## config.mk

```make
export PLATFORM = sky130hd
export DESIGN_NAME = regfile
export DESIGN_NICKNAME = d
export VERILOG_FILES = /design/src/design/core_pkg.sv /design/src/design/regfile.sv
export SDC_FILE = /design/constraint.sdc
export NUM_CORES = 2
export LEC_CHECK = 0
export BUFFER_PORTS_ARGS = -buffer_cell sky130_fd_sc_hd__buf_4
export CAP_MARGIN = 20
export CORE_ASPECT_RATIO = 0.7
export CORE_MARGIN = 2
export CORE_UTILIZATION = 30
export DETAILED_ROUTE_END_ITERATION = 8
export PLACE_DENSITY = 0.51
export SLEW_MARGIN = 20
export SYNTH_ARGS = -nofsm -noshare
export SYNTH_HDL_FRONTEND = slang
export SYNTH_SLANG_ARGS = --single-unit
```

## constraint.sdc

```tcl
create_clock -name clock -period 3.8 [get_ports clock]
set_input_delay 0.38 -clock clock [delete_from_list [all_inputs] [get_ports clock]]
set_output_delay 0.38 -clock clock [all_outputs]
set_load 0.01 [all_outputs]
```

## src/design/core_pkg.sv

```systemverilog
////////////////////////////////////////
// Core architecture definitions
// Register index, opcodes and the
// instruction word field layout
////////////////////////////////////////
`default_nettype none

package core_pkg;

    localparam int XLEN_DEFAULT = 32;    // Default datapath width
    localparam int REG_IDX_W    = 5;     // 32 architectural registers
    localparam int LANES        = 2;     // Issue width

    localparam logic [REG_IDX_W-1:0] ZERO_REG = '0;  // Hardwired zero

    ////////////////////////////////////////
    // Opcodes
    ////////////////////////////////////////
    localparam logic [3:0] OP_NOP  = 4'h0;
    localparam logic [3:0] OP_ADD  = 4'h1;
    localparam logic [3:0] OP_SUB  = 4'h2;
    localparam logic [3:0] OP_AND  = 4'h3;
    localparam logic [3:0] OP_OR   = 4'h4;
    localparam logic [3:0] OP_XOR  = 4'h5;
    localparam logic [3:0] OP_ADDI = 4'h6;

    ////////////////////////////////////////
    // Field positions, low bit first
    ////////////////////////////////////////
    localparam int OP_LSB  = 0;          // 4-bit opcode
    localparam int OP_W    = 4;
    localparam int RD_LSB  = 4;
    localparam int RS1_LSB = 9;
    localparam int RS2_LSB = 14;
    localparam int IMM_LSB = 19;         // Signed immediate in the top bits
    localparam int IMM_W   = 13;

endpackage

`default_nettype wire

```

## src/design/regfile.sv

```systemverilog
////////////////////////////////////////
// Dual-lane register file
// Two writes, four reads, with
// write-to-read forwarding
////////////////////////////////////////
`timescale 1ns/100ps
`default_nettype none

module regfile #(
    parameter int XLEN = 32
) (
    input  wire                                                clock,
    input  wire [core_pkg::LANES-1:0][core_pkg::REG_IDX_W-1:0] read_idx_1,
    input  wire [core_pkg::LANES-1:0][core_pkg::REG_IDX_W-1:0] read_idx_2,
    input  wire [core_pkg::LANES-1:0][core_pkg::REG_IDX_W-1:0] write_idx,
    input  wire [core_pkg::LANES-1:0]                          write_en,
    input  wire [core_pkg::LANES-1:0][XLEN-1:0]                write_data,
    output logic [core_pkg::LANES-1:0][XLEN-1:0]               read_out_1,
    output logic [core_pkg::LANES-1:0][XLEN-1:0]               read_out_2
);

    localparam int TOP_REG = (1 << core_pkg::REG_IDX_W) - 1;

    logic [XLEN-1:0] mem [1:TOP_REG];    // No storage for reg 0

    // One read port: zero reg, then lane 1, then lane 0, then storage
    function automatic logic [XLEN-1:0] read_port(
        input logic [core_pkg::REG_IDX_W-1:0] idx
    );
        if (idx == core_pkg::ZERO_REG)
            return '0;
        else if (write_en[1] && write_idx[1] == idx)
            return write_data[1];        // Lane 1 is youngest
        else if (write_en[0] && write_idx[0] == idx)
            return write_data[0];
        else
            return mem[idx];
    endfunction

    always_comb begin
        for (int i = 0; i < core_pkg::LANES; i++) begin
            read_out_1[i] = read_port(read_idx_1[i]);
            read_out_2[i] = read_port(read_idx_2[i]);   // Own index per port
        end
    end

    ////////////////////////////////////////
    // Write ports, lane 1 wins a collision
    ////////////////////////////////////////
    always_ff @(posedge clock) begin
        if (write_en[1] && write_idx[1] != core_pkg::ZERO_REG)
            mem[write_idx[1]] <= write_data[1];
        if (write_en[0] && write_idx[0] != core_pkg::ZERO_REG &&
            !(write_en[1] && write_idx[1] == write_idx[0]))
            mem[write_idx[0]] <= write_data[0];
    end

endmodule

`default_nettype wire

```

==> metrics.md <==
| Metric | Value |
|---|---|
| Grt met3 use | 10.7% |
| Synth area leader | edfxtp_1 |
| Port Buf Inserts | 224 |
| Synth Register Bits | 992 |
| Global-route total usage across every layer | 30.2% |
| Clk pin slew, worst setup/hold paths | 0.06 ns |
| Area of the multi-input gates | 44600 sq um |
| Max reg flops | 992 |
| DR iter-0 viols | 11.2k |
| Worst vdd ir | 0.356 mV |
| CTS HTree Levels | 3 |
| Via density per instance | 6.81 |
| CTS Buf Count | 115 |
| Setup TNS | 0 ns |
| Minimum clock period | 3.78 ns |
| Sequential area share after synthesis | 38.6% |
| Final Wtd Congestion | 0.964 |
| Initial antenna violation count | 33 |
| Fmax | 0.264 GHz |
| Syn nets | 5955 |
| Number of global-route vias before repair | 59.4k |
| Hold Fails Final Rpt | 0 |
| Slew @ Worst Pin | 1.28 ns |
| Top Ports | 225 |
| CP endpoint kind | output pin |
| CTS root buffer | clkbuf_16 |
| Crit path DAT | 3.40 ns |
| NumNets Final | 6017 |
| Maximum number of pins on one net before global-route repair | 77 |
| Seq. cell area | 29800 sq um |
| Avg WL per Cell | 43.2 microns |
| Flop pwr share | 39.6% |
| Share of layout cells above drive strength 1 | 48.0% |
| DP HPWL | 269 mm |
| RSZ-0062 raised after global routing | no |
| DRC viols | 0 |
| CTS max path bufs | 3 |
| CTS Sinks | 992 |
| Crit Path Class | in2out |
| Worst-path cell chain | buf_8, buf_12, mux4_2, and2_1, a211oi_1, a31oi_1, a32oi_1, o21ai_1, buf_4, buf_4 |
| Slowest cell delay on critical path | 0.68 ns |
| Most used flip-flop cell after synthesis | edfxtp_1 |
| Synth top area share | 38.6% |
| CP endpoint | read_out_2[44] |
| CP required | 3.42 ns |
| Synth Instances | 5858 |
| Synth area leaders | edfxtp_1 (39%), mux4_2 (21%), mux2_2 (17%) |
| DIE HEIGHT | 428 microns |
| Met2 Resource Use GR | 42.0% |
| Synth unique cells | 47 |
| Most numerous cell on the critical path | buf_4 |
| Most numerous cell in the Yosys netlist | mux2_2 |
| Total number of vias | 64.1k |
| Final WL | 407 mm |
| DIE AREA | 261000 sq um |
| Tcrit/Tclk final | 99.6% |
| Area Overhead vs Synth | 16.3% |
| Stages on the worst setup path | 10 |
| Pre-Repair DR Iteration Count | 8 |
| Ys Warns | 0 |
| Worst setup SP type | input port |
| Normalized max-slew margin | 14.4% |
| Worst min-delay path category | in2reg |
| FILL cells | 24.6k |
| Grt met1 use | 41.7% |
| Core area | 255000 sq um |
| Antenna Violating Nets Remaining | 0 |
| Power Dens Cells | 354 nW/um^2 |
| Post-synth top cells | mux2_2 (1152), edfxtp_1 (992), mux4_2 (704) |
| Status | finished, final reports clean |
| Final Util | 35.1% |
| Clock power frac | 37.9% |
| Crit path max fanout | 45 |
| Worst Setup SP | read_idx_2[6] |
| Gr ovfl total | 0 |
| Async SR Flop Fraction | 0% |
| Fin cells | 9409 |
| Setup-failing EPs final | 0 |
| CTS tree | done |
| WP buf/inv | 4 |
| Placed insts | 9177 |
| Internal Power | 22.0 mW |
| Crit path max-delay cell type | a31oi_1 |
| Switching share of total power | 30.8% |
| CP top delay family | compound AO/OA/AOI/OAI gates |
| First-pass GRT wire length | 545 mm |
| Number of flops mapped to enable cells by yosys | 992 |
| Pins over their slew limit | 0 |
| Die Wd | 610 microns |
| Mapped Avg Cell Area | 13.2 sq um |
| Leakage power | 30.6 nW |
| P_sw | 9.78 mW |
| Initial core utilization | 30.2% |
| Gate power share | 22.5% |
| Placement Rows | 155 |
| Max cap viols | 0 |
| Gr busiest metal | met2 |
| Synth Cell Area | 77200 sq um |
| Hold Buf Count CTS | 0 |
-- metal layers --
metal	wire [microns]	vias to the layer above	part of all wire [%]
met5	179	-	0.044
met4	21800	18	5.4
met3	55700	951	14
met2	166000	5504	41
met1	163000	33500	40
li1	-	24200	-
-- logic make-up after synthesis --
kind of cell | synth area share, %
AOI/OAI and AO/OA | 8.12
xor gates and xnor gates | 0.511
buffers and inverters | 4.60
DFF | 38.6
muxes | 43.6
and+or+nand+nor | 4.54
-- repair_timing --
| item | in CTS | in global routing |
|---|---|---|
| buffers inserted | 0 | 0 |
| gates resized for setup | 4 | 5 |
| setup endpoints to repair | 4 | 4 |
-- through the flow --
step                area, sq um  setup slack, ns  hold WS (ns)  total power, mW
finish                    89700           0.0157         0.208             31.7
global route              89700           0.0172         0.216             32.3
CTS                       89600          0.00974         0.179             31.6
detailed placement        85800           0.0330         0.954             19.7
global placement          85700          -0.0991         0.949             19.7
floorplan                 77200           0.0160         0.600             16.4
-- power groups by stage --
stage,Sequential [mW],Clock (mW),Combinational (mW)
2_1_floorplan,12.7,0,3.71
3_3_place_gp,12.8,0,6.87
3_5_place_dp,12.8,0,6.90
4_1_cts,12.6,12.1,6.93
5_1_grt,12.6,12.4,7.26
6_report,12.6,12.0,7.14
-- final cells by class --
class / instances / area share [%]
flip-flops and latches: 992 / 33.2
well taps: 3375 / 4.71
clock inverters: 80 / 1.02
diodes: 19 / 0.0530
repair buffers: 741 / 8.00
clock buffers: 132 / 3.30
multi-input cells: 4068 / 49.7
inverters: 2 / 0.00837
-- how the worst min path moves through the flow --
stage              startpoint  slack [ns]                    end  depth (start not counted)
2_1_floorplan  write_data[22]        0.60   mem[1][22]$_DFFE_PP_                          1
3_3_place_gp   write_data[16]        0.95  mem[19][16]$_DFFE_PP_                          2
3_5_place_dp   write_data[16]        0.95  mem[19][16]$_DFFE_PP_                          2
4_1_cts        write_data[16]        0.18  mem[19][16]$_DFFE_PP_                          2
5_1_grt        write_data[16]        0.22   mem[2][16]$_DFFE_PP_                          2
6_report       write_data[16]        0.21   mem[7][16]$_DFFE_PP_                          2
-- cell usage in the layout, fill, tap and decap left out, types with 10 or more instances in the layout --
cell	netlist	routed
a2111oi_0	32	32
a211oi_1	129	129
a21oi_1	105	105
a221o_1	32	32
a22o_1	41	41
a32oi_1	39	39
and2_1	11	10
buf_12	0	122
buf_4	63	607
bufinv_16	0	17
clkbuf_1	463	16
clkbuf_16	0	116
clkinv_1	0	21
clkinv_2	0	22
diode_2	0	19
edfxtp_1	992	992
mux2_2	1152	1152
mux2i_1	483	483
mux4_2	704	704
nand2_1	140	132
nand2_4	0	23
nand2b_2	0	10
nand3_1	58	46
nor2_1	242	236
nor2b_1	17	16
nor3_1	108	104
nor4_1	97	90
o211ai_1	32	32
o21a_1	12	12
o21ai_0	185	150
o21ai_4	0	31
o221ai_1	32	32
o22ai_1	282	282
xnor2_1	13	13
xor2_1	32	32
No activity file was read; power rests on OpenSTA's default activity.
