$ cat src/design/perf_counter.sv
////////////////////////////////////////
// Performance counters
// Retired instructions and bundles
////////////////////////////////////////
`timescale 1ns/100ps
`default_nettype none

module perf_counter #(
    parameter int COUNT_W = 32
) (
    input  wire               clock,
    input  wire               arst_n,
    input  wire               retire,
    input  wire [1:0]         retire_count,
    input  wire               issue_valid,
    input  wire               clear,
    output logic [COUNT_W-1:0] retired_count,
    output logic [COUNT_W-1:0] bundle_count
);

    logic bundle_pend;   // Issue delayed to its writeback cycle

    always_ff @(posedge clock or negedge arst_n) begin
        if (!arst_n) begin
            bundle_pend   <= 1'b0;
            retired_count <= '0;
            bundle_count  <= '0;
        end else begin
            bundle_pend <= issue_valid;
            if (clear) begin                        // Clear beats increments
                retired_count <= '0;
                bundle_count  <= '0;
            end else begin
                if (retire)
                    retired_count <= retired_count + COUNT_W'(retire_count);
                if (bundle_pend)
                    bundle_count <= bundle_count + 1'b1;   // Wraps
            end
        end
    end

endmodule

`default_nettype wire

$ cat config.mk
export PLATFORM = sky130hd
export DESIGN_NAME = perf_counter
export DESIGN_NICKNAME = d
export VERILOG_FILES = /design/src/design/perf_counter.sv
export SDC_FILE = /design/constraint.sdc
export NUM_CORES = 1
export LEC_CHECK = 0
export BUFFER_PORTS_ARGS = -buffer_cell sky130_fd_sc_hd__buf_2
export CAP_MARGIN = 20
export CELL_PAD_IN_SITES_DETAIL_PLACEMENT = 1
export CELL_PAD_IN_SITES_GLOBAL_PLACEMENT = 2
export CORE_ASPECT_RATIO = 1.75
export CORE_MARGIN = 1
export CORE_UTILIZATION = 37
export CTS_BUF_LIST = sky130_fd_sc_hd__clkbuf_8
export CTS_CLUSTER_SIZE = 8
export DETAILED_ROUTE_END_ITERATION = 10
export PLACE_DENSITY = 0.84
export SKIP_CTS_REPAIR_TIMING = 1
export SYNTH_ARGS = -nofsm -noshare
export SYNTH_HDL_FRONTEND = slang
export SYNTH_SLANG_ARGS = --single-unit
$ cat constraint.sdc
create_clock -name clock -period 5.3 [get_ports clock]
set_input_delay 0.265 -clock clock [delete_from_list [all_inputs] [get_ports clock]]
set_output_delay 0.265 -clock clock [all_outputs]
set_load 0.02 [all_outputs]
==> key figures, run 1 <==
Logic synthesis
  • Mapped Nets: 365
  • Yosys top cell by area: dfrtp_1
  • Ranking of synthesized cells by area: dfrtp_1 (48%), a21oi_1 (6.3%), or4_1 (5.6%)
  • Post-synth cell types: 33
  • Flop and latch count out of synthesis: 65
  • Synthesized instance count: 354
  • Mapped cell area: 0.003361 sq mm
  • Seq/Total Area, Yosys: 0.4840
  • Yosys warning count: 0
  • Avg Cell Area, Syn: 9.494 sq um
  • Synth top area share: 0.4840

Route
  • Antenna Nets Post-Route: 0
  • Starting DRT DRC Count: 111
  • Vias: 3,032
  • Vias/cell: 5.594
  • Drt drc: 0
  • Wire per inst: 16.49 um
  • WL final: 8.939 mm
  • Drt first pass iters: 4

Global route
  • Vias in the first global route: 3,201
  • GR Util All Layers: 0.2098
  • Largest net degree at the start of global routing: 66
  • Initial antenna violation count: 0
  • Overflow left after global routing: 0
  • First-pass GRT wire length: 15.37 mm

Critical path
  • Setup Crit Path Kind: register to register
  • Reg2reg setup slack: 2.83 ns
  • Crit path DAT: 2.74 ns
  • Worst Path Max Fanout: 16
  • WP data required: 5.57 ns
  • Crit. path cell count: 6
  • Top delay family on crit path: simple AND/OR/NAND/NOR gates
  • CP max stage cell: or4_1
  • R2r worst-path depth: 6
  • CP Cell Sequence: ha_1 > fa_1 > nand3_1 > or4_1 > or4_1 > a21oi_1
  • Crit-path most repeated cell: or4_1
  • Startpoint types: register
  • Worst Setup End Kind: register
  • Max incr delay on CP: 0.76 ns
  • Buf/Inv on CP: 0

Power
  • Combinational cell fraction of total power: 0.047
  • Switching pwr: 0.2327 mW
  • Pwr per Cell Area: 235.1 mW/mm^2
  • Final Power: 0.9339 mW
  • Switching fraction of total power: 0.2492
  • Pint: 0.7012 mW
  • Clock share of power: 0.411
  • Sequential share of power: 0.542
  • Peak VDD IR: 0.1201 mV
  • Lkg Pwr: 1.716 nW

Layout
  • Most frequent cells in the layout: buf_2 (70), dfrtp_1 (65), a21oi_1 (42), or4_1 (25), nor2_1 (23)
  • Antenna diodes: 0
  • Synthesis-to-finish area growth: 18.21%
  • Fillcell total: 1,054
  • Layout Nets: 431
  • Share of cells above drive strength 1: 0.2094
  • Most common cell after layout, fill and taps aside: buf_2

STA
  • Final Skew: 0.01091 ns
  • Setup TNS: 0 ns
  • # setup viols final: 0
  • Final Max Tran Viols: 0
  • RSZ-0062 raised after global routing: no
  • Final Hold Violating Endpoints: 0
  • Max Freq: 404.7 MHz
  • Period utilization: 0.4663
  • Max-slew headroom: 0.4131
  • Period minus WS final: 2.471 ns
  • Tightest Pin Transition: 0.8804 ns

Placement
  • Dpl hpwl: 6.132 mm
  • GP Congestion: 0.7155
  • Port bufs: 70

Outcome
  • Run status: complete, no violations

Die
  • Die ar.: 0.009483 sq mm
  • Initial core utilization: 0.3851
  • Die Y-Extent: 128.1 um
  • Die W: 74.05 um
  • Rows: 45
  • Core Area: 0.008727 sq mm
  • IO Pins: 71

CTS
  • Root Buffer: clkbuf_8
  • CTS Sinks: 65
  • Clock latency on the worst-skew pair: 0.35 ns
  • Max Root-Sink Buffers: 2
  • H-tree depth: 3
  • CTS tree: done
  • CTS buffer count: 9
  • Clock Pin Slew Worst Setup and Hold Paths: 0.07 ns

Run
  • Max-cap violations: 0

Min path
  • Hold Path Class: input port to register
  • Hold depth: 1
==> kinds of logic after synthesis <==
family                   Yosys count  synth area share
AO/OA/AOI/OAI                     83            0.1385
adder cells (fa/ha/maj)            4           0.01713
multiplexers                       4           0.01229
XOR/XNOR                          19           0.04952
AND/OR/NAND/NOR                  153            0.2666
buffers and inverters             26           0.03201
flip-flops                        65            0.4840
==> cells in the mapped netlist <==
library cell   n
ha_1           3
or4_4          1
and2_0         1
nor3_1         4
mux2i_1        3
dfrtp_1       65
nand4_1       17
xnor2_1       12
and4_1         9
xor2_1         7
buf_6          1
inv_1          9
clkbuf_2       1
or3_1         21
nand4_4        1
nor3b_1        1
nand4bb_1      1
fa_1           1
and2_1         1
nor4_1         3
o31ai_1       20
nor2b_1        1
a21oi_1       42
buf_2          1
mux2_2         1
o21ai_0       21
nor2_1        23
clkbuf_1      13
or4_1         25
and3_1         3
nand3_1       19
nand2_1       22
buf_1          1
==> registers in the layout (all words and copies together), names as in the netlist <==
name and cells:
bundle_pend 1, bundle_count 32, retired_count 32
==> layout make-up <==
| cell class | instances | area (sq um) | share of cell area |
|---|---|---|---|
| flip-flops and latches | 65 | 1627 | 0.4094 |
| multi-input cells | 263 | 1627 | 0.4094 |
| repair buffers | 72 | 365.4 | 0.09197 |
| clock buffers | 11 | 151.4 | 0.03811 |
| well taps | 117 | 146.4 | 0.03685 |
| inverters | 9 | 33.78 | 0.008504 |
| clock inverters | 5 | 22.52 | 0.005669 |
==> final timing paths <==
check | from | end
max reg2reg | retired_count[0]$_DFFE_PN0P_ | retired_count[26]$_DFFE_PN0P_
min reg2reg | retired_count[31]$_DFFE_PN0P_ | retired_count[31]$_DFFE_PN0P_
min | issue_valid | bundle_pend$_DFF_PN0_
max in group asynchronous | arst_n | bundle_pend$_DFF_PN0_
max | retired_count[0]$_DFFE_PN0P_ | retired_count[26]$_DFFE_PN0P_
min in group asynchronous | arst_n | retired_count[19]$_DFFE_PN0P_
==> routing by layer <==
| layer | GRT usage | wire (um) | share of wire |
|---|---|---|---|
| met1 | 0.2438 | 3753 | 0.42 |
| met2 | 0.3642 | 4699 | 0.53 |
| met3 | 0.04717 | 301 | 0.034 |
| met4 | 0.08258 | 184 | 0.021 |
| met5 | 0 | 0 | 0 |
==> metrics by stage <==
step / setup slack, ns / utilization / instance area [sq um] / cells / hold WS (ns)
2_1_floorplan: 3.014 / - / 3361 / 354 / -0.03059
3_3_place_gp: 2.929 / 0.4353 / 3799 / 526 / 0.3735
3_5_place_dp: 2.835 / 0.4353 / 3799 / 526 / 0.3753
4_1_cts: 2.811 / 0.4552 / 3973 / 542 / 0.005419
5_1_grt: 2.660 / 0.4552 / 3973 / 542 / 0.007321
6_report: 2.829 / 0.4552 / 3973 / 542 / 0.02675
==> power groups by stage <==
stage / logic (mW) / registers (mW) / clock network [mW]
final: 0.0443 / 0.506 / 0.384
after floorplan: 0.0194 / 0.518 / 0
after global placement: 0.0445 / 0.515 / 0
after global routing: 0.0506 / 0.506 / 0.416
after detailed placement: 0.0457 / 0.515 / 0
after CTS: 0.0460 / 0.506 / 0.399
Note: power is estimated with default switching activity, not from simulation.
==> inputs of run 2 (changes only) <==
- CORE_UTILIZATION: 37 -> 34
- PLACE_DENSITY: 0.84 -> 0.78
- clock period: 5.3 -> 2.5 ns (I/O delays scaled with it)
==> key figures, run 2 (synthesis results as in run 1) <==
Outcome
  • Run status: complete, no violations (unchanged)

Layout
  • Post-route insts no fill: 557 (was 542)
  • Layout Nets: 441 (was 431)
  • Synthesis-to-finish area growth: 22.26% (was 18.21%)
  • Share of cells above drive strength 1: 0.2253 (was 0.2094)
  • Top flop regs: bundle_count (32), retired_count (32), bundle_pend (1) (unchanged)
  • Antenna diodes: 0 (unchanged)
  • Most common cell after layout, fill and taps aside: buf_2 (unchanged)
  • Most frequent cells in the layout: buf_2 (70), dfrtp_1 (65), a21oi_1 (42), or4_1 (24), nor2_1 (23) (was buf_2 (70), dfrtp_1 (65), a21oi_1 (42), or4_1 (25), nor2_1 (23))

Critical path
  • Crit path DAT: 2.58 ns (was 2.74 ns)
  • R2r worst-path depth: 6 (unchanged)
  • Startpoint types: register (unchanged)
  • WP data required: 2.79 ns (was 5.57 ns)
  • Max incr delay on CP: 0.62 ns (was 0.76 ns)
  • Crit. path cell count: 6 (unchanged)
  • Top delay family on crit path: simple AND/OR/NAND/NOR gates (unchanged)
  • CP max stage cell: or4_4 (was or4_1)
  • Reg2reg setup slack: 0.21 ns (was 2.83 ns)
  • RR Endpoint: retired_count[26]$_DFFE_PN0P_ (unchanged)
  • Setup Crit Path Kind: register to register (unchanged)
  • FF-to-FF Start: retired_count[0]$_DFFE_PN0P_ (unchanged)
  • CP Cell Sequence: ha_1 > fa_1 > nand3_1 > or4_4 > or4_1 > a21oi_1 (was ha_1 > fa_1 > nand3_1 > or4_1 > or4_1 > a21oi_1)
  • Buf/Inv on CP: 0 (unchanged)
  • Worst Setup End Kind: register (unchanged)
  • Worst Path Max Fanout: 12 (was 16)

CTS
  • H-tree depth: 3 (unchanged)
  • Clock latency on the worst-skew pair: 0.36 ns (was 0.35 ns)
  • CTS tree: done (unchanged)
  • CTS Sinks: 65 (unchanged)
  • CTS buffer count: 9 (unchanged)
  • Clock Pin Slew Worst Setup and Hold Paths: 0.07 ns (about the same)
  • Root Buffer: clkbuf_8 (unchanged)
  • Max Root-Sink Buffers: 2 (unchanged)

STA
  • Period utilization: 0.9155 (was 0.4663)
  • Setup TNS: 0 ns (unchanged)
  • RSZ-0062 raised after global routing: no (unchanged)
  • # setup viols final: 0 (unchanged)
  • Period minus WS final: 2.289 ns (was 2.471 ns)
  • Final Max Tran Viols: 0 (unchanged)
  • Final Skew: 0.006407 ns (was 0.01091 ns)
  • Final Hold Violating Endpoints: 0 (unchanged)
  • Tightest Pin Transition: 0.5574 ns (was 0.8804 ns)
  • Max-slew headroom: 0.6284 (was 0.4131)
  • Max Freq: 436.9 MHz (was 404.7 MHz)

Die
  • Die ar.: 0.01030 sq mm (was 0.009483 sq mm)
  • Die W: 77.16 um (was 74.05 um)
  • Initial core utilization: 0.3528 (was 0.3851)
  • Rows: 47 (was 45)
  • Core Area: 0.009527 sq mm (was 0.008727 sq mm)
  • IO Pins: 71 (unchanged)
  • Die Y-Extent: 133.5 um (was 128.1 um)

Run
  • Max-cap violations: 0 (unchanged)

Power
  • Peak VDD IR: 0.2750 mV (was 0.1201 mV)
  • Pwr per Cell Area: 517.5 mW/mm^2 (was 235.1 mW/mm^2)
  • Lkg Pwr: 1.781 nW (was 1.716 nW)

Global route
  • First-pass GRT wire length: 15.95 mm (was 15.37 mm)
  • Initial antenna violation count: 0 (unchanged)
  • Largest net degree at the start of global routing: 66 (unchanged)
  • Overflow left after global routing: 0 (unchanged)
  • GR Util All Layers: 0.1972 (was 0.2098)
  • Vias in the first global route: 3,177 (was 3,201)

Route
  • Vias: 3,137 (was 3,032)
  • Drt first pass iters: 4 (unchanged)
  • Starting DRT DRC Count: 148 (was 111)
  • Vias/cell: 5.632 (was 5.594)
  • Wire per inst: 16.66 um (was 16.49 um)
  • Drt drc: 0 (unchanged)
  • WL final: 9.278 mm (was 8.939 mm)
  • Antenna Nets Post-Route: 0 (unchanged)

Placement
  • Placed Cells: 539 (was 526)
  • Dpl hpwl: 6.586 mm (was 6.132 mm)
  • GP Congestion: 0.7359 (was 0.7155)
  • Port bufs: 70 (unchanged)

Min path
  • Hold Path Class: input port to register (unchanged)
  • Hold worst-path end: retired_count[0]$_DFFE_PN0P_ (was bundle_pend$_DFF_PN0_)
  • HP Start: retire (was issue_valid)
  • Hold depth: 3 (was 1)
[run 2: layout make-up]
| class | instances | area (sq um) |
|---|---|---|
| fillers | 1163 | 5418 |
| inverters | 9 | 33.78 |
| repair buffers | 82 | 457.9 |
| clock buffers | 12 | 165.2 |
| multi-input cells | 263 | 1630 |
| well taps | 122 | 152.6 |
| flip-flops and latches | 65 | 1627 |
| clock inverters | 4 | 42.54 |
[run 2: worst register-to-register path, delay by kind of cell (launching register included)]
kind,cells,cell delay [ns]
AND/OR/NAND/NOR,3,1.28
adder cells (fa/ha/maj),2,0.42
flip-flops,1,0.38
AO/OA/AOI/OAI,1,0.15
[run 2: worst max path at each step]
stage | startpoint | to | slack (ns)
global placement | retired_count[0]$_DFFE_PN0P_ | retired_count[18]$_DFFE_PN0P_ | 0.16
detailed placement | retired_count[0]$_DFFE_PN0P_ | retired_count[18]$_DFFE_PN0P_ | 0.07
CTS | retired_count[0]$_DFFE_PN0P_ | retired_count[18]$_DFFE_PN0P_ | 0.06
finish | retired_count[0]$_DFFE_PN0P_ | retired_count[26]$_DFFE_PN0P_ | 0.21
global route | retired_count[0]$_DFFE_PN0P_ | retired_count[18]$_DFFE_PN0P_ | 0.04
floorplan | retired_count[0]$_DFFE_PN0P_ | retired_count[28]$_DFFE_PN0P_ | 0.21
[run 2: per-stage QoR]
step	cell area [sq um]	setup slack [ns]	power [mW]	utilization	hold WS, ns
floorplan	3361	0.2144	1.139	-	-0.1706
global placement	3877	0.1643	1.195	0.4070	0.1800
detailed placement	3877	0.07342	1.199	0.4070	0.1844
CTS	4085	0.05857	2.157	0.4288	-0.2117
global route	4109	0.04405	2.207	0.4313	0.1725
finish	4109	0.2113	2.126	0.4313	0.1395
[run 2: layer usage]
layer | wire [um] | global-route usage
met2 | 4915 | 0.3520
met4 | 214 | 0.1006
met1 | 3869 | 0.2214
met5 | 0 | 0
met3 | 278 | 0.03356
[run 2: power breakdown]
part	leakage, nW	internal (mW)	switching (mW)
combinational	0.763	0.0335	0.0740
sequential	0.903	1.06	0.0110
clock	0.115	0.534	0.414
==> inputs of run 3 (changes only) <==
- CELL_PAD_IN_SITES_DETAIL_PLACEMENT: 1 -> default
- CELL_PAD_IN_SITES_GLOBAL_PLACEMENT: 2 -> default
- CORE_UTILIZATION: 34 -> 56
- PLACE_DENSITY: 0.78 -> 0.79
==> key figures, run 3 (synthesis results as in run 1) <==
CTS
  • Clock Pin Slew Worst Setup and Hold Paths: 0.07 ns (about the same)
  • Root Buffer: clkbuf_8 (unchanged)
  • CTS Sinks: 65 (unchanged)
  • H-tree depth: 3 (unchanged)
  • Clock latency on the worst-skew pair: 0.35 ns (was 0.36 ns)
  • CTS tree: done (unchanged)
  • Max Root-Sink Buffers: 2 (unchanged)
  • CTS buffer count: 9 (unchanged)

Die
  • Rows: 37 (was 47)
  • Core Area: 0.005833 sq mm (was 0.009527 sq mm)
  • Die ar.: 0.006327 sq mm (was 0.01030 sq mm)
  • IO Pins: 71 (unchanged)
  • Initial core utilization: 0.5761 (was 0.3528)
  • Die W: 60.56 um (was 77.16 um)
  • Die Y-Extent: 104.5 um (was 133.5 um)

Critical path
  • Worst Setup End Kind: register (unchanged)
  • Reg2reg setup slack: 0.16 ns (was 0.21 ns)
  • RR Endpoint: retired_count[30]$_DFFE_PN0P_ (was retired_count[26]$_DFFE_PN0P_)
  • WP data required: 2.77 ns (was 2.79 ns)
  • Max incr delay on CP: 0.64 ns (was 0.62 ns)
  • Setup Crit Path Kind: register to register (unchanged)
  • R2r worst-path depth: 6 (unchanged)
  • Worst Path Max Fanout: 16 (was 12)
  • FF-to-FF Start: retired_count[0]$_DFFE_PN0P_ (unchanged)
  • CP Cell Sequence: ha_1 > fa_1 > nand3_1 > or4_4 > or4_1 > a21oi_1 (unchanged)
  • CP max stage cell: or4_4 (unchanged)
  • Crit path DAT: 2.61 ns (was 2.58 ns)
  • Startpoint types: register (unchanged)

Layout
  • Post-route insts no fill: 510 (was 557)
  • Antenna diodes: 0 (unchanged)
  • Final instance area: 0.004074 sq mm (was 0.004109 sq mm)
  • Top flop regs: bundle_count (32), retired_count (32), bundle_pend (1) (unchanged)
  • Share of cells above drive strength 1: 0.2245 (was 0.2253)
  • Most common cell after layout, fill and taps aside: buf_2 (unchanged)
  • Synthesis-to-finish area growth: 21.22% (was 22.26%)
  • Layout Nets: 438 (was 441)
  • Most frequent cells in the layout: buf_2 (70), dfrtp_1 (65), a21oi_1 (42), or4_1 (24), nor2_1 (23) (unchanged)

Placement
  • Port bufs: 70 (unchanged)
  • Dpl hpwl: 5.668 mm (was 6.586 mm)
  • Placed cell areas: 0.003787 sq mm (was 0.003877 sq mm)
  • Placed Cells: 492 (was 539)
  • GP Congestion: 0.8253 (was 0.7359)

STA
  • Max Freq: 427.7 MHz (was 436.9 MHz)
  • Period minus WS final: 2.338 ns (was 2.289 ns)
  • Final Max Tran Viols: 0 (unchanged)
  • Final Hold Violating Endpoints: 0 (unchanged)
  • Max-slew headroom: 0.6061 (was 0.6284)
  • RSZ-0062 raised after global routing: no (unchanged)
  • Final Skew: 0.01121 ns (was 0.006407 ns)
  • # setup viols final: 0 (unchanged)
  • Period utilization: 0.9352 (was 0.9155)
  • Tightest Pin Transition: 0.5908 ns (was 0.5574 ns)

Route
  • Vias/cell: 6.043 (was 5.632)
  • WL final: 7.964 mm (was 9.278 mm)
  • Wire per inst: 15.62 um (was 16.66 um)
  • Starting DRT DRC Count: 238 (was 148)
  • Drt first pass iters: 5 (was 4)
  • Antenna Nets Post-Route: 0 (unchanged)
  • Vias: 3,082 (was 3,137)
  • Drt drc: 0 (unchanged)

Global route
  • Largest net degree at the start of global routing: 31 (was 66)
  • Overflow left after global routing: 0 (unchanged)
  • Vias in the first global route: 2,929 (was 3,177)
  • GR Util All Layers: 0.2746 (was 0.1972)
  • First-pass GRT wire length: 13.12 mm (was 15.95 mm)
  • Initial antenna violation count: 0 (unchanged)

Power
  • Peak VDD IR: 0.3746 mV (was 0.2750 mV)
  • Pwr per Cell Area: 569.9 mW/mm^2 (was 517.5 mW/mm^2)
  • Final Power: 2.322 mW (was 2.126 mW)
  • Lkg Pwr: 1.776 nW (was 1.781 nW)

Run
  • Max-cap violations: 0 (unchanged)

Min path
  • Hold Path Class: input port to register (unchanged)
  • Hold depth: 3 (unchanged)
  • HP Start: retire (unchanged)
  • Hold worst-path end: retired_count[1]$_DFFE_PN0P_ (was retired_count[0]$_DFFE_PN0P_)

Outcome
  • Run status: complete, no violations (unchanged)
## run 3: layout make-up
class                   instances  area [sq um]
fillers                       480          1759
multi-input cells             263          1630
flip-flops and latches         65          1627
repair buffers                 79         422.9
clock buffers                  12         165.2
clock inverters                 4         97.59
well taps                      78         97.59
inverters                       9         33.78
## run 3: per-layer routing
layer / wire (um) / part of all wire / vias to the layer above / track usage
met2: 4289 / 0.54 / 82 / 0.4568
met3: 321 / 0.040 / 13 / 0.06343
met1: 3191 / 0.40 / 1513 / 0.3242
met4: 160 / 0.020 / 0 / 0.1234
met5: 0 / 0 / - / 0
li1: - / - / 1474 / -
## run 3: power breakdown
part / internal (mW) / switching (mW) / total (mW) / leakage (nW)
Clock: 0.744 / 0.406 / 1.15 / 0.129
Sequential: 1.06 / 0.0108 / 1.07 / 0.903
Combinational: 0.0298 / 0.0710 / 0.101 / 0.744
## run 3: worst max-delay path: cells and delay by family, from the launching register on
family                   cells  cell delay [ns]
AND/OR/NAND/NOR              3             1.30
AO/OA/AOI/OAI                1             0.17
adder cells (fa/ha/maj)      2             0.42
flip-flops                   1             0.37
## run 3: how the worst max path moves through the flow
stage | start | end | slack (ns) | cells after the start
6_report | retired_count[0]$_DFFE_PN0P_ | retired_count[30]$_DFFE_PN0P_ | 0.16 | 6
5_1_grt | retired_count[0]$_DFFE_PN0P_ | retired_count[26]$_DFFE_PN0P_ | 0.06 | 6
4_1_cts | retired_count[0]$_DFFE_PN0P_ | retired_count[30]$_DFFE_PN0P_ | -0.008 | 6
3_5_place_dp | retired_count[0]$_DFFE_PN0P_ | retired_count[30]$_DFFE_PN0P_ | 0.03 | 6
3_3_place_gp | retired_count[0]$_DFFE_PN0P_ | retired_count[30]$_DFFE_PN0P_ | 0.15 | 6
2_1_floorplan | retired_count[0]$_DFFE_PN0P_ | retired_count[28]$_DFFE_PN0P_ | 0.21 | 7
## run 3: through the flow
stage,TNS (ns),hold slack (ns),setup slack [ns],util
5_1_grt,0,0.1761,0.05769,0.6984
3_5_place_dp,0,0.1487,0.03147,0.6493
4_1_cts,-0.008389,-0.2279,-0.008389,0.6943
3_3_place_gp,0,0.1599,0.1469,0.6493
2_1_floorplan,0,-0.1706,0.2144,-
6_report,0,0.1523,0.1619,0.6984
