<file path="src/design/core_pkg.sv">
////////////////////////////////////////
// Core architecture definitions
// Register index, opcodes and the
// instruction word field layout
////////////////////////////////////////
`default_nettype none

package core_pkg;

    localparam int XLEN_DEFAULT = 32;    // Default datapath width
    localparam int REG_IDX_W    = 5;     // 32 architectural registers
    localparam int LANES        = 2;     // Issue width

    localparam logic [REG_IDX_W-1:0] ZERO_REG = '0;  // Hardwired zero

    ////////////////////////////////////////
    // Opcodes
    ////////////////////////////////////////
    localparam logic [3:0] OP_NOP  = 4'h0;
    localparam logic [3:0] OP_ADD  = 4'h1;
    localparam logic [3:0] OP_SUB  = 4'h2;
    localparam logic [3:0] OP_AND  = 4'h3;
    localparam logic [3:0] OP_OR   = 4'h4;
    localparam logic [3:0] OP_XOR  = 4'h5;
    localparam logic [3:0] OP_ADDI = 4'h6;

    ////////////////////////////////////////
    // Field positions, low bit first
    ////////////////////////////////////////
    localparam int OP_LSB  = 0;          // 4-bit opcode
    localparam int OP_W    = 4;
    localparam int RD_LSB  = 4;
    localparam int RS1_LSB = 9;
    localparam int RS2_LSB = 14;
    localparam int IMM_LSB = 19;         // Signed immediate in the top bits
    localparam int IMM_W   = 13;

endpackage

`default_nettype wire

</file>
<file path="src/design/apb_pkg.sv">
////////////////////////////////////////
// Host bus address map
// Word offsets of the APB slave
////////////////////////////////////////
`default_nettype none

package apb_pkg;

    localparam int ADDR_W = 12;

    localparam logic [ADDR_W-1:0] ADDR_INSN0   = 12'h000;  // Lane 0 instruction, R/W
    localparam logic [ADDR_W-1:0] ADDR_INSN1   = 12'h004;  // Lane 1 instruction, R/W
    localparam logic [ADDR_W-1:0] ADDR_ISSUE   = 12'h008;  // WO, bits 1:0 lane valids
    localparam logic [ADDR_W-1:0] ADDR_CLEAR   = 12'h00C;  // WO, counter clear
    localparam logic [ADDR_W-1:0] ADDR_RETIRED = 12'h010;  // RO
    localparam logic [ADDR_W-1:0] ADDR_BUNDLES = 12'h014;  // RO

    // Register window, reg n at base + 4n
    localparam logic [ADDR_W-1:0] ADDR_REG_BASE = 12'h080;

endpackage

`default_nettype wire

</file>
<file path="src/design/host_fsm.sv">
////////////////////////////////////////
// APB slave control
// Instruction registers, bundle issue,
// register and counter readback
////////////////////////////////////////
`timescale 1ns/100ps
`default_nettype none

module host_fsm #(
    parameter int XLEN    = 32,
    parameter int COUNT_W = 32
) (
    input  wire                            clock,
    input  wire                            arst_n,
    input  wire [apb_pkg::ADDR_W-1:0]      paddr,
    input  wire                            psel,
    input  wire                            penable,
    input  wire                            pwrite,
    input  wire [31:0]                     pwdata,
    input  wire [XLEN-1:0]                 dbg_read_data,
    input  wire [COUNT_W-1:0]              retired_count,
    input  wire [COUNT_W-1:0]              bundle_count,
    output logic [31:0]                    prdata,
    output logic                           pready,
    output logic                           pslverr,
    output logic                           issue_valid,
    output logic [1:0]                     lane_valid,
    output logic [31:0]                    insn0,
    output logic [31:0]                    insn1,
    output logic [core_pkg::REG_IDX_W-1:0] dbg_read_idx,
    output logic                           clear
);

    localparam int AW      = apb_pkg::ADDR_W;
    localparam int WIN_LSB = core_pkg::REG_IDX_W + 2;   // Register window size bit

    typedef enum logic [1:0] {IDLE, ACT, RESPOND} state_t;

    state_t state;
    logic   act;
    logic   hit_insn0, hit_insn1, hit_issue, hit_clear;
    logic   hit_retired, hit_bundles, hit_reg;
    logic   wr_ok, rd_ok, bad;

    ////////////////////////////////////////
    // Address decode
    ////////////////////////////////////////
    assign act         = (state == ACT);               // First access cycle
    assign hit_insn0   = (paddr == apb_pkg::ADDR_INSN0);
    assign hit_insn1   = (paddr == apb_pkg::ADDR_INSN1);
    assign hit_issue   = (paddr == apb_pkg::ADDR_ISSUE);
    assign hit_clear   = (paddr == apb_pkg::ADDR_CLEAR);
    assign hit_retired = (paddr == apb_pkg::ADDR_RETIRED);
    assign hit_bundles = (paddr == apb_pkg::ADDR_BUNDLES);
    assign hit_reg     = (paddr[AW-1:WIN_LSB] == apb_pkg::ADDR_REG_BASE[AW-1:WIN_LSB]) &&
                         (paddr[1:0] == 2'b00);        // Word aligned only

    assign wr_ok = hit_insn0 | hit_insn1 | hit_issue | hit_clear;
    assign rd_ok = hit_insn0 | hit_insn1 | hit_retired | hit_bundles | hit_reg;
    assign bad   = pwrite ? !wr_ok : !rd_ok;           // Unmapped or wrong direction

    // Side effects only in the act cycle
    assign lane_valid   = pwdata[1:0];
    assign issue_valid  = act && pwrite && hit_issue && (|pwdata[1:0]);
    assign clear        = act && pwrite && hit_clear;
    assign dbg_read_idx = paddr[WIN_LSB-1:2];

    ////////////////////////////////////////
    // Transfer sequencing
    ////////////////////////////////////////
    always_ff @(posedge clock or negedge arst_n) begin
        if (!arst_n) begin
            state   <= IDLE;
            pready  <= 1'b0;
            pslverr <= 1'b0;
        end else begin
            case (state)
                IDLE: begin
                    if (psel && !penable)
                        state <= ACT;               // Setup phase seen
                end
                ACT: begin
                    state   <= RESPOND;
                    pready  <= 1'b1;
                    pslverr <= bad;
                end
                default: begin                      // RESPOND, transfer done
                    state   <= IDLE;
                    pready  <= 1'b0;
                    pslverr <= 1'b0;
                end
            endcase
        end
    end

    // Instruction words and read data
    always_ff @(posedge clock) begin
        if (act) begin
            if (pwrite) begin
                if (hit_insn0)
                    insn0 <= pwdata;
                if (hit_insn1)
                    insn1 <= pwdata;
            end else begin
                if (hit_insn0)
                    prdata <= insn0;
                else if (hit_insn1)
                    prdata <= insn1;
                else if (hit_retired)
                    prdata <= 32'(retired_count);
                else if (hit_bundles)
                    prdata <= 32'(bundle_count);
                else if (hit_reg)
                    prdata <= 32'(dbg_read_data);   // Low word for wide XLEN
                else
                    prdata <= '0;
            end
        end
    end

endmodule

`default_nettype wire

</file>
<file path="config.mk">
export PLATFORM = sky130hd
export DESIGN_NAME = host_fsm
export DESIGN_NICKNAME = d
export VERILOG_FILES = /design/src/design/core_pkg.sv /design/src/design/apb_pkg.sv /design/src/design/host_fsm.sv
export SDC_FILE = /design/constraint.sdc
export NUM_CORES = 1
export LEC_CHECK = 0
export BUFFER_PORTS_ARGS = -buffer_cell sky130_fd_sc_hd__buf_4
export CAP_MARGIN = 20
export CORE_MARGIN = 8
export CORE_UTILIZATION = 39
export DETAILED_ROUTE_END_ITERATION = 10
export GPL_ROUTABILITY_DRIVEN = 0
export PLACE_DENSITY = 0.75
export SYNTH_ARGS = -nofsm -noshare
export SYNTH_HDL_FRONTEND = slang
export SYNTH_SLANG_ARGS = --single-unit
</file>
<file path="constraint.sdc">
create_clock -name clock -period 3.8 [get_ports clock]
set_clock_uncertainty 0.2 [all_clocks]
set_input_delay 0.38 -clock clock [delete_from_list [all_inputs] [get_ports clock]]
set_output_delay 0.38 -clock clock [all_outputs]
set_load 0.05 [all_outputs]
</file>
==> run_summary.xml, run 1 <==
<?xml version="1.0" encoding="UTF-8"?>
<metrics>
  <group name="outcome">
    <metric name="status" unit="">finished, final reports clean</metric>
  </group>
  <group name="global_route">
    <metric name="grtUsageTotal" unit="">0.1963</metric>
    <metric name="via_count_of_the_first_global_routing_pass" unit="">4346</metric>
    <metric name="grt_overflow" unit="">0</metric>
    <metric name="global_route_wire_length_before_repair" unit="mm">24.45</metric>
    <metric name="grt_max_degree" unit="">49</metric>
    <metric name="antenna_found_initial" unit="">0</metric>
  </group>
  <group name="worst_setup_path">
    <metric name="critPathKind" unit="">in -&gt; reg</metric>
    <metric name="worst-endpoint-arrival" unit="ns">2.50</metric>
    <metric name="crit_path_end" unit="">insn1[31]</metric>
    <metric name="crit-reg2reg-capture" unit="">insn1[31]</metric>
    <metric name="worstSetupEndpointType" unit="">flop</metric>
    <metric name="max_stage_delay" unit="ns">0.48</metric>
    <metric name="max_fanout_on_critical_path" unit="">33</metric>
    <metric name="critPathRequiredTime" unit="ns">3.61</metric>
    <metric name="most_frequent_cell_on_critical_path" unit="">sky130_fd_sc_hd__buf_4</metric>
    <metric name="critPathLaunchType" unit="">input pin</metric>
    <metric name="crit_path_top_delay_cell" unit="">sky130_fd_sc_hd__nor2_4</metric>
    <metric name="crit_chain" unit="">buf_4 -&gt; nor4_4 -&gt; nand2_4 -&gt; nor2_1 -&gt; nand2_1 -&gt; nor2_4 -&gt; buf_4</metric>
    <metric name="crit_family" unit="">simple AND/OR/NAND/NOR gates</metric>
    <metric name="path_buf_inv" unit="">2</metric>
    <metric name="crit_cells" unit="">7</metric>
    <metric name="count_of_cells_along_the_worst_register_to_register_path" unit="">4</metric>
    <metric name="setup.worst_path.start" unit="">paddr[1]</metric>
    <metric name="worst_r2r_startpoint" unit="">state[0]</metric>
    <metric name="timing.reg2reg.setup_slack" unit="ns">1.51</metric>
  </group>
  <group name="cells_and_area">
    <metric name="finalCoreUtilization" unit="">0.5825</metric>
    <metric name="seq_area" unit="um2">2983</metric>
    <metric name="combined_area_of_the_multi_input_logic_cells" unit="um2">1481</metric>
    <metric name="fillers" unit="">987</metric>
    <metric name="share_of_post_route_cells_with_drive_strength_above_1" unit="">0.4347</metric>
    <metric name="finish.net_count" unit="">791</metric>
    <metric name="antenna_cell_count" unit="">0</metric>
    <metric name="area_growth_syn_to_layout" unit="%">48.14</metric>
    <metric name="design_area" unit="um2">6880</metric>
  </group>
  <group name="logic_synthesis">
    <metric name="syn_nets" unit="">557</metric>
    <metric name="synth.distinct_cells" unit="">32</metric>
    <metric name="postSynthRegisterBits" unit="">100</metric>
    <metric name="synthMostInstantiatedCell" unit="">sky130_fd_sc_hd__edfxtp_1</metric>
    <metric name="synth_area_leader_cell" unit="">sky130_fd_sc_hd__edfxtp_1</metric>
    <metric name="synth_edf_count" unit="">96</metric>
    <metric name="syn-cell-area" unit="um2">4644</metric>
    <metric name="syn-instance-count" unit="">412</metric>
    <metric name="post-synth-top-area-fraction" unit="">0.6207</metric>
    <metric name="yosys_warnings" unit="">0</metric>
    <metric name="synth.area.top_cells" unit="">sky130_fd_sc_hd__edfxtp_1 62%, sky130_fd_sc_hd__a21oi_1 8.4%, sky130_fd_sc_hd__o31ai_1 5.0%, sky130_fd_sc_hd__nand2_1 4.4%, sky130_fd_sc_hd__nor2_1 3.4%</metric>
    <metric name="synth_flop_cell" unit="">sky130_fd_sc_hd__edfxtp_1</metric>
    <metric name="async_reset_ff_frac" unit="">0.04000</metric>
    <metric name="synth_top_cells_by_count" unit="">96 x sky130_fd_sc_hd__edfxtp_1, 78 x sky130_fd_sc_hd__a21oi_1, 54 x sky130_fd_sc_hd__nand2_1, 42 x sky130_fd_sc_hd__nor2_1, 31 x sky130_fd_sc_hd__o31ai_1</metric>
    <metric name="synth_seq_area_share" unit="">0.6422</metric>
    <metric name="synthesis.area_per_instance" unit="um2">11.27</metric>
  </group>
  <group name="drt">
    <metric name="drt_pre_antenna_iters" unit="">5</metric>
    <metric name="detailroute.via_count" unit="">4313</metric>
    <metric name="detail_route.vias_per_cell" unit="">5.405</metric>
    <metric name="drt_first_iter_violations" unit="">306</metric>
    <metric name="routed_wl" unit="mm">16.28</metric>
    <metric name="routedWlPerCell" unit="um">20.40</metric>
    <metric name="drt_antenna_net_count" unit="">0</metric>
    <metric name="remaining_drc_errors" unit="">0</metric>
  </group>
  <group name="timing">
    <metric name="relSlewSlack" unit="">0.4752</metric>
    <metric name="postLayoutSetupSlackWorst" unit="ns">1.116</metric>
    <metric name="report.final.setup_viol" unit="">0</metric>
    <metric name="fin_tns_setup" unit="ns">0</metric>
    <metric name="period_needed" unit="ns">2.684</metric>
    <metric name="period_utilization" unit="">0.7064</metric>
    <metric name="count_of_final_hold_check_violations" unit="">0</metric>
    <metric name="max_slew.worst_pin.slew" unit="ns">0.7872</metric>
    <metric name="maxClockFrequency" unit="MHz">372.5</metric>
    <metric name="finalMaxSlewViolations" unit="">0</metric>
    <metric name="rsz_0062_raised_after_global_routing" unit="">no</metric>
    <metric name="holdWs" unit="ns">0.03181</metric>
  </group>
  <group name="placed_design">
    <metric name="dpl_worst_slack" unit="ns">0.7157</metric>
    <metric name="dp_hpwl" unit="mm">12.15</metric>
    <metric name="io_buffer_count" unit="">251</metric>
    <metric name="detailed_place.area" unit="um2">6585</metric>
  </group>
  <group name="run">
    <metric name="timing.max_cap.violations" unit="">0</metric>
  </group>
  <group name="cts">
    <metric name="cts_root_buf" unit="">sky130_fd_sc_hd__clkbuf_16</metric>
    <metric name="clkSinkCount" unit="">100</metric>
    <metric name="cts_tree" unit="">built</metric>
    <metric name="clock_path_buffers" unit="">2</metric>
    <metric name="tritoncts.num_buffers" unit="">9</metric>
    <metric name="htree_num_levels" unit="">3</metric>
    <metric name="clkSlewWorstSetupHoldPaths" unit="ns">0.07</metric>
    <metric name="insertion_delay" unit="ns">0.33</metric>
  </group>
  <group name="die">
    <metric name="die_height" unit="um">125.1</metric>
    <metric name="boundaryPins" unit="">252</metric>
    <metric name="site_rows" unit="">40</metric>
    <metric name="die-width" unit="um">125.1</metric>
    <metric name="fp.dieArea" unit="um2">15660</metric>
    <metric name="core_region_area" unit="um2">11810</metric>
    <metric name="start_util" unit="">0.3932</metric>
  </group>
  <group name="pwr">
    <metric name="cell_pwr_density" unit="nW/um2">339.9</metric>
    <metric name="worst_ir_drop_vdd" unit="mV">0.2597</metric>
    <metric name="cellLeakagePower" unit="nW">2.809</metric>
  </group>
  <group name="hold_path">
    <metric name="min_path_type" unit="">in -&gt; reg</metric>
  </group>
</metrics>
flip-flops by register name (all words and copies together) (netlist names):
name	count
insn0	32
insn1	32
prdata	32
state	2
pready	1
pslverr	1
layer usage:
layer  vias up  global-route usage  wire (um)
li1       1977                   -          -
met1      2031              0.2210       6168
met2       267              0.3493       8366
met3        38             0.06120       1381
met4         0             0.05731        367
met5         -                   0          0
kinds of logic (layout without fill, tap and decap cells):
family | Yosys count | after routing | share of synthesized area
and+or+nand+nor | 145 | 145 | 0.1522
AOI/OAI and AO/OA | 130 | 130 | 0.1600
DFF | 100 | 100 | 0.6422
buffers and inverters | 37 | 276 | 0.04553
worst register-to-register path: stages, from the launching register on:
cell and delay [ns]:
sky130_fd_sc_hd__dfrtp_1 0.39, sky130_fd_sc_hd__nor2b_1 0.32, sky130_fd_sc_hd__nand3_1 0.21, sky130_fd_sc_hd__nor2_4 0.47
sky130_fd_sc_hd__buf_4 0.38
cell usage in the layout, fill, tap and decap left out, drive strengths merged, types with 2 or more instances in the layout:
cell type,n
nor4b,2
clkbuf,9
inv,2
dfrtp,4
o21ai,18
nand2,55
clkinv,4
nor4,3
nand3,2
o31ai,32
edfxtp,96
and2,18
dlygate4sd3,2
buf,258
nor3,16
nor2,43
nor2b,2
a21oi,78
power by group:
part | leakage (nW) | switching, W | internal (W)
clock network | 0.131 | 0.000388 | 0.000446
logic | 1.71 | 0.000149 | 0.000138
registers | 0.969 | 0.00000518 | 0.00121
total | 2.81 | 0.000542 | 0.00180
through the flow:
step,std cells,total power [W]
2_1_floorplan,412,0.001363
3_3_place_gp,780,0.001518
3_5_place_dp,780,0.001526
4_1_cts,798,0.002363
5_1_grt,798,0.002418
6_report,798,0.002339
final cells by class:
| class | instances | area share |
|---|---|---|
| well taps | 147 | 0.02673 |
| flip-flops and latches | 100 | 0.4335 |
| clock buffers | 9 | 0.03273 |
| repair buffers | 260 | 0.2844 |
| clock inverters | 7 | 0.007274 |
| multi-input cells | 275 | 0.2153 |
timing repair:
| action | in CTS | in global routing |
|---|---|---|
| hold endpoints to repair | 5 | 0 |
| resized for setup | 0 | 0 |
| buffers inserted | 0 | 0 |
| hold buffers | 2 | 0 |
worst min-delay path by stage:
stage                end  startpoint  cells after the start
2_1_floorplan     pready      arst_n                      0
3_3_place_gp      pready      arst_n                      1
3_5_place_dp      pready      arst_n                      1
4_1_cts        insn0[22]  pwdata[22]                      1
5_1_grt        insn1[23]  pwdata[23]                      1
6_report        insn1[4]   pwdata[4]                      1
No activity file was read; power rests on OpenSTA's default activity.
==> inputs of run 2 (changes only) <==
==> constraint.sdc (replaced) <==
create_clock -name clock -period 2.4 [get_ports clock]
set_clock_uncertainty 0.2 [all_clocks]
set_input_delay 0.24 -clock clock [delete_from_list [all_inputs] [get_ports clock]]
set_output_delay 0.24 -clock clock [all_outputs]
set_load 0.05 [all_outputs]
==> run 2 against run 1 <==
Setup slack got worse by 0.87 ns. Clock power rose by 95%. Worst hold slack improved by 0.0028 ns. Cell count rose by 5.5%. Critical endpoint is now issue_valid. Largest power group unchanged. Routed wire length rose by 5.0%. Global-route usage is 1.5 points higher. Die area is the same. Largest cell class unchanged. Combinational power rose by 78%. Critical path type is now reg -> out. First-iteration DRC count rose by 17%.
==> run_summary.xml, run 2 (synthesis results as in run 1) <==
<?xml version="1.0" encoding="UTF-8"?>
<metrics>
  <group name="outcome">
    <metric name="status" unit="">finished, final reports clean</metric>
  </group>
  <group name="timing">
    <metric name="rsz_0062_raised_after_global_routing" unit="">no</metric>
    <metric name="period_utilization" unit="">0.8982</metric>
    <metric name="finalMaxSlewViolations" unit="">0</metric>
    <metric name="max_slew.worst_pin.slew" unit="ns">0.5334</metric>
    <metric name="count_of_final_hold_check_violations" unit="">0</metric>
    <metric name="relSlewSlack" unit="">0.6436</metric>
    <metric name="report.final.setup_viol" unit="">0</metric>
    <metric name="period_needed" unit="ns">2.156</metric>
    <metric name="maxClockFrequency" unit="MHz">463.9</metric>
  </group>
  <group name="worst_setup_path">
    <metric name="critPathRequiredTime" unit="ns">1.96</metric>
    <metric name="crit_path_top_delay_cell" unit="">sky130_fd_sc_hd__dfrtp_1</metric>
    <metric name="critPathKind" unit="">reg -&gt; out</metric>
    <metric name="worstSetupEndpointType" unit="">primary output</metric>
    <metric name="max_stage_delay" unit="ns">0.39</metric>
    <metric name="max_fanout_on_critical_path" unit="">5</metric>
    <metric name="worst-endpoint-arrival" unit="ns">1.72</metric>
    <metric name="crit_chain" unit="">nor2b_1 -&gt; nand2_1 -&gt; nor4_2 -&gt; buf_4</metric>
    <metric name="critPathLaunchType" unit="">flop</metric>
  </group>
  <group name="cts">
    <metric name="clkSinkCount" unit="">100</metric>
    <metric name="post_cts_buffers" unit="">0</metric>
    <metric name="tritoncts.num_buffers" unit="">9</metric>
    <metric name="insertion_delay" unit="ns">0.34</metric>
    <metric name="htree_num_levels" unit="">3</metric>
    <metric name="clock_path_buffers" unit="">2</metric>
    <metric name="clkSlewWorstSetupHoldPaths" unit="ns">0.06</metric>
    <metric name="cts_tree" unit="">built</metric>
    <metric name="cts_root_buf" unit="">sky130_fd_sc_hd__clkbuf_16</metric>
    <metric name="cts_hold_repair.buffers" unit="">35</metric>
    <metric name="postCtsResizedCells" unit="">0</metric>
  </group>
  <group name="placed_design">
    <metric name="dp_hpwl" unit="mm">12.67</metric>
    <metric name="io_buffer_count" unit="">251</metric>
    <metric name="detailed_place.area" unit="um2">6711</metric>
    <metric name="total_placed_cells_including_tap_cells" unit="">791</metric>
  </group>
  <group name="cells_and_area">
    <metric name="antenna_cell_count" unit="">0</metric>
    <metric name="final_common_cell" unit="">sky130_fd_sc_hd__buf_4</metric>
    <metric name="design_area" unit="um2">7401</metric>
    <metric name="fillers" unit="">906</metric>
    <metric name="stdcell_count" unit="">842</metric>
    <metric name="combined_area_of_the_multi_input_logic_cells" unit="um2">1488</metric>
    <metric name="area_growth_syn_to_layout" unit="%">59.35</metric>
    <metric name="seq_area" unit="um2">2983</metric>
    <metric name="final_cell_mix" unit="">266 x sky130_fd_sc_hd__buf_4, 96 x sky130_fd_sc_hd__edfxtp_1, 78 x sky130_fd_sc_hd__a21oi_1, 54 x sky130_fd_sc_hd__nand2_1, 41 x sky130_fd_sc_hd__nor2_1</metric>
    <metric name="finish.net_count" unit="">835</metric>
    <metric name="share_of_post_route_cells_with_drive_strength_above_1" unit="">0.4245</metric>
    <metric name="biggestRegsByFlops" unit="">insn0 (32), insn1 (32), prdata (32)</metric>
  </group>
  <group name="drt">
    <metric name="drt_pre_antenna_iters" unit="">5</metric>
    <metric name="remaining_drc_errors" unit="">0</metric>
    <metric name="routedWlPerCell" unit="um">20.31</metric>
    <metric name="detail_route.vias_per_cell" unit="">5.291</metric>
    <metric name="drt_first_iter_violations" unit="">359</metric>
    <metric name="routed_wl" unit="mm">17.10</metric>
    <metric name="detailroute.via_count" unit="">4455</metric>
    <metric name="drt_antenna_net_count" unit="">0</metric>
  </group>
  <group name="pwr">
    <metric name="cell_pwr_density" unit="nW/um2">549.4</metric>
    <metric name="cellLeakagePower" unit="nW">3.037</metric>
    <metric name="worst_ir_drop_vdd" unit="mV">0.4432</metric>
  </group>
  <group name="die">
    <metric name="die-width" unit="um">125.1</metric>
    <metric name="start_util" unit="">0.3932</metric>
    <metric name="boundaryPins" unit="">252</metric>
    <metric name="fp.dieArea" unit="um2">15660</metric>
    <metric name="site_rows" unit="">40</metric>
    <metric name="die_height" unit="um">125.1</metric>
    <metric name="core_region_area" unit="um2">11810</metric>
  </group>
  <group name="global_route">
    <metric name="global_route_wire_length_before_repair" unit="mm">26.08</metric>
    <metric name="grt_max_degree" unit="">33</metric>
    <metric name="grtUsageTotal" unit="">0.2111</metric>
    <metric name="via_count_of_the_first_global_routing_pass" unit="">4899</metric>
    <metric name="grt_overflow" unit="">0</metric>
    <metric name="antenna_found_initial" unit="">0</metric>
  </group>
  <group name="hold_path">
    <metric name="min_path_type" unit="">in -&gt; async</metric>
  </group>
  <group name="run">
    <metric name="timing.max_cap.violations" unit="">0</metric>
  </group>
</metrics>
run 2: critical path, delay by kind of cell (launching register included):
family        cells  cell delay (ns)
simple gates      3             0.75
flops             1             0.39
buf+inv           1             0.23
run 2: where the power goes:
part,switching (W),internal [W],total [W]
combinational,0.000250,0.000261,0.000511
clock,0.000611,0.00101,0.00163
sequential,0.00000786,0.00192,0.00193
total,0.000870,0.00320,0.00407
run 2: final cells by class:
| type | count | area share |
|---|---|---|
| Clock buffer | 9 | 0.03043 |
| Clock inverter | 7 | 0.01538 |
| Multi-Input combinational cell | 275 | 0.2010 |
| Sequential cell | 100 | 0.4030 |
| Tap cell | 147 | 0.02485 |
| Timing Repair Buffer | 304 | 0.3253 |
run 2: routing by layer:
layer | GRT usage | part of all wire
met5 | 0 | 0
met4 | 0.09885 | 0.038
met3 | 0.06545 | 0.080
met2 | 0.3752 | 0.51
met1 | 0.2244 | 0.37
run 2: per-stage QoR:
step / hold WS (ns) / util / setup WS, ns / power (W) / TNS [ns]
CTS: 0.03052 / 0.6266 / 0.2349 / 0.004087 / 0
detailed placement: -0.1581 / 0.5682 / 0.2076 / 0.002426 / 0
floorplan: -0.2556 / - / -0.1740 / 0.002159 / -5.567
global placement: -0.1605 / 0.5682 / 0.2952 / 0.002413 / 0
global route: 0.02884 / 0.6266 / 0.1374 / 0.004171 / 0
finish: 0.03464 / 0.6266 / 0.2443 / 0.004066 / 0
run 2: path summary, 6_finish.rpt:
kind / from / endpoint / slack (ns) / cells after the start
max in group asynchronous: arst_n / state[1] / 1.86 / 2
hold reg to reg: state[1] / pready / 0.30 / 1
setup / recovery: state[0] / issue_valid / 0.24 / 4
hold / removal: arst_n / state[0] / 0.03 / 2
setup reg to reg: state[0] / prdata[3] / 0.37 / 3
min in group clock: pwrite / pslverr / 0.09 / 4
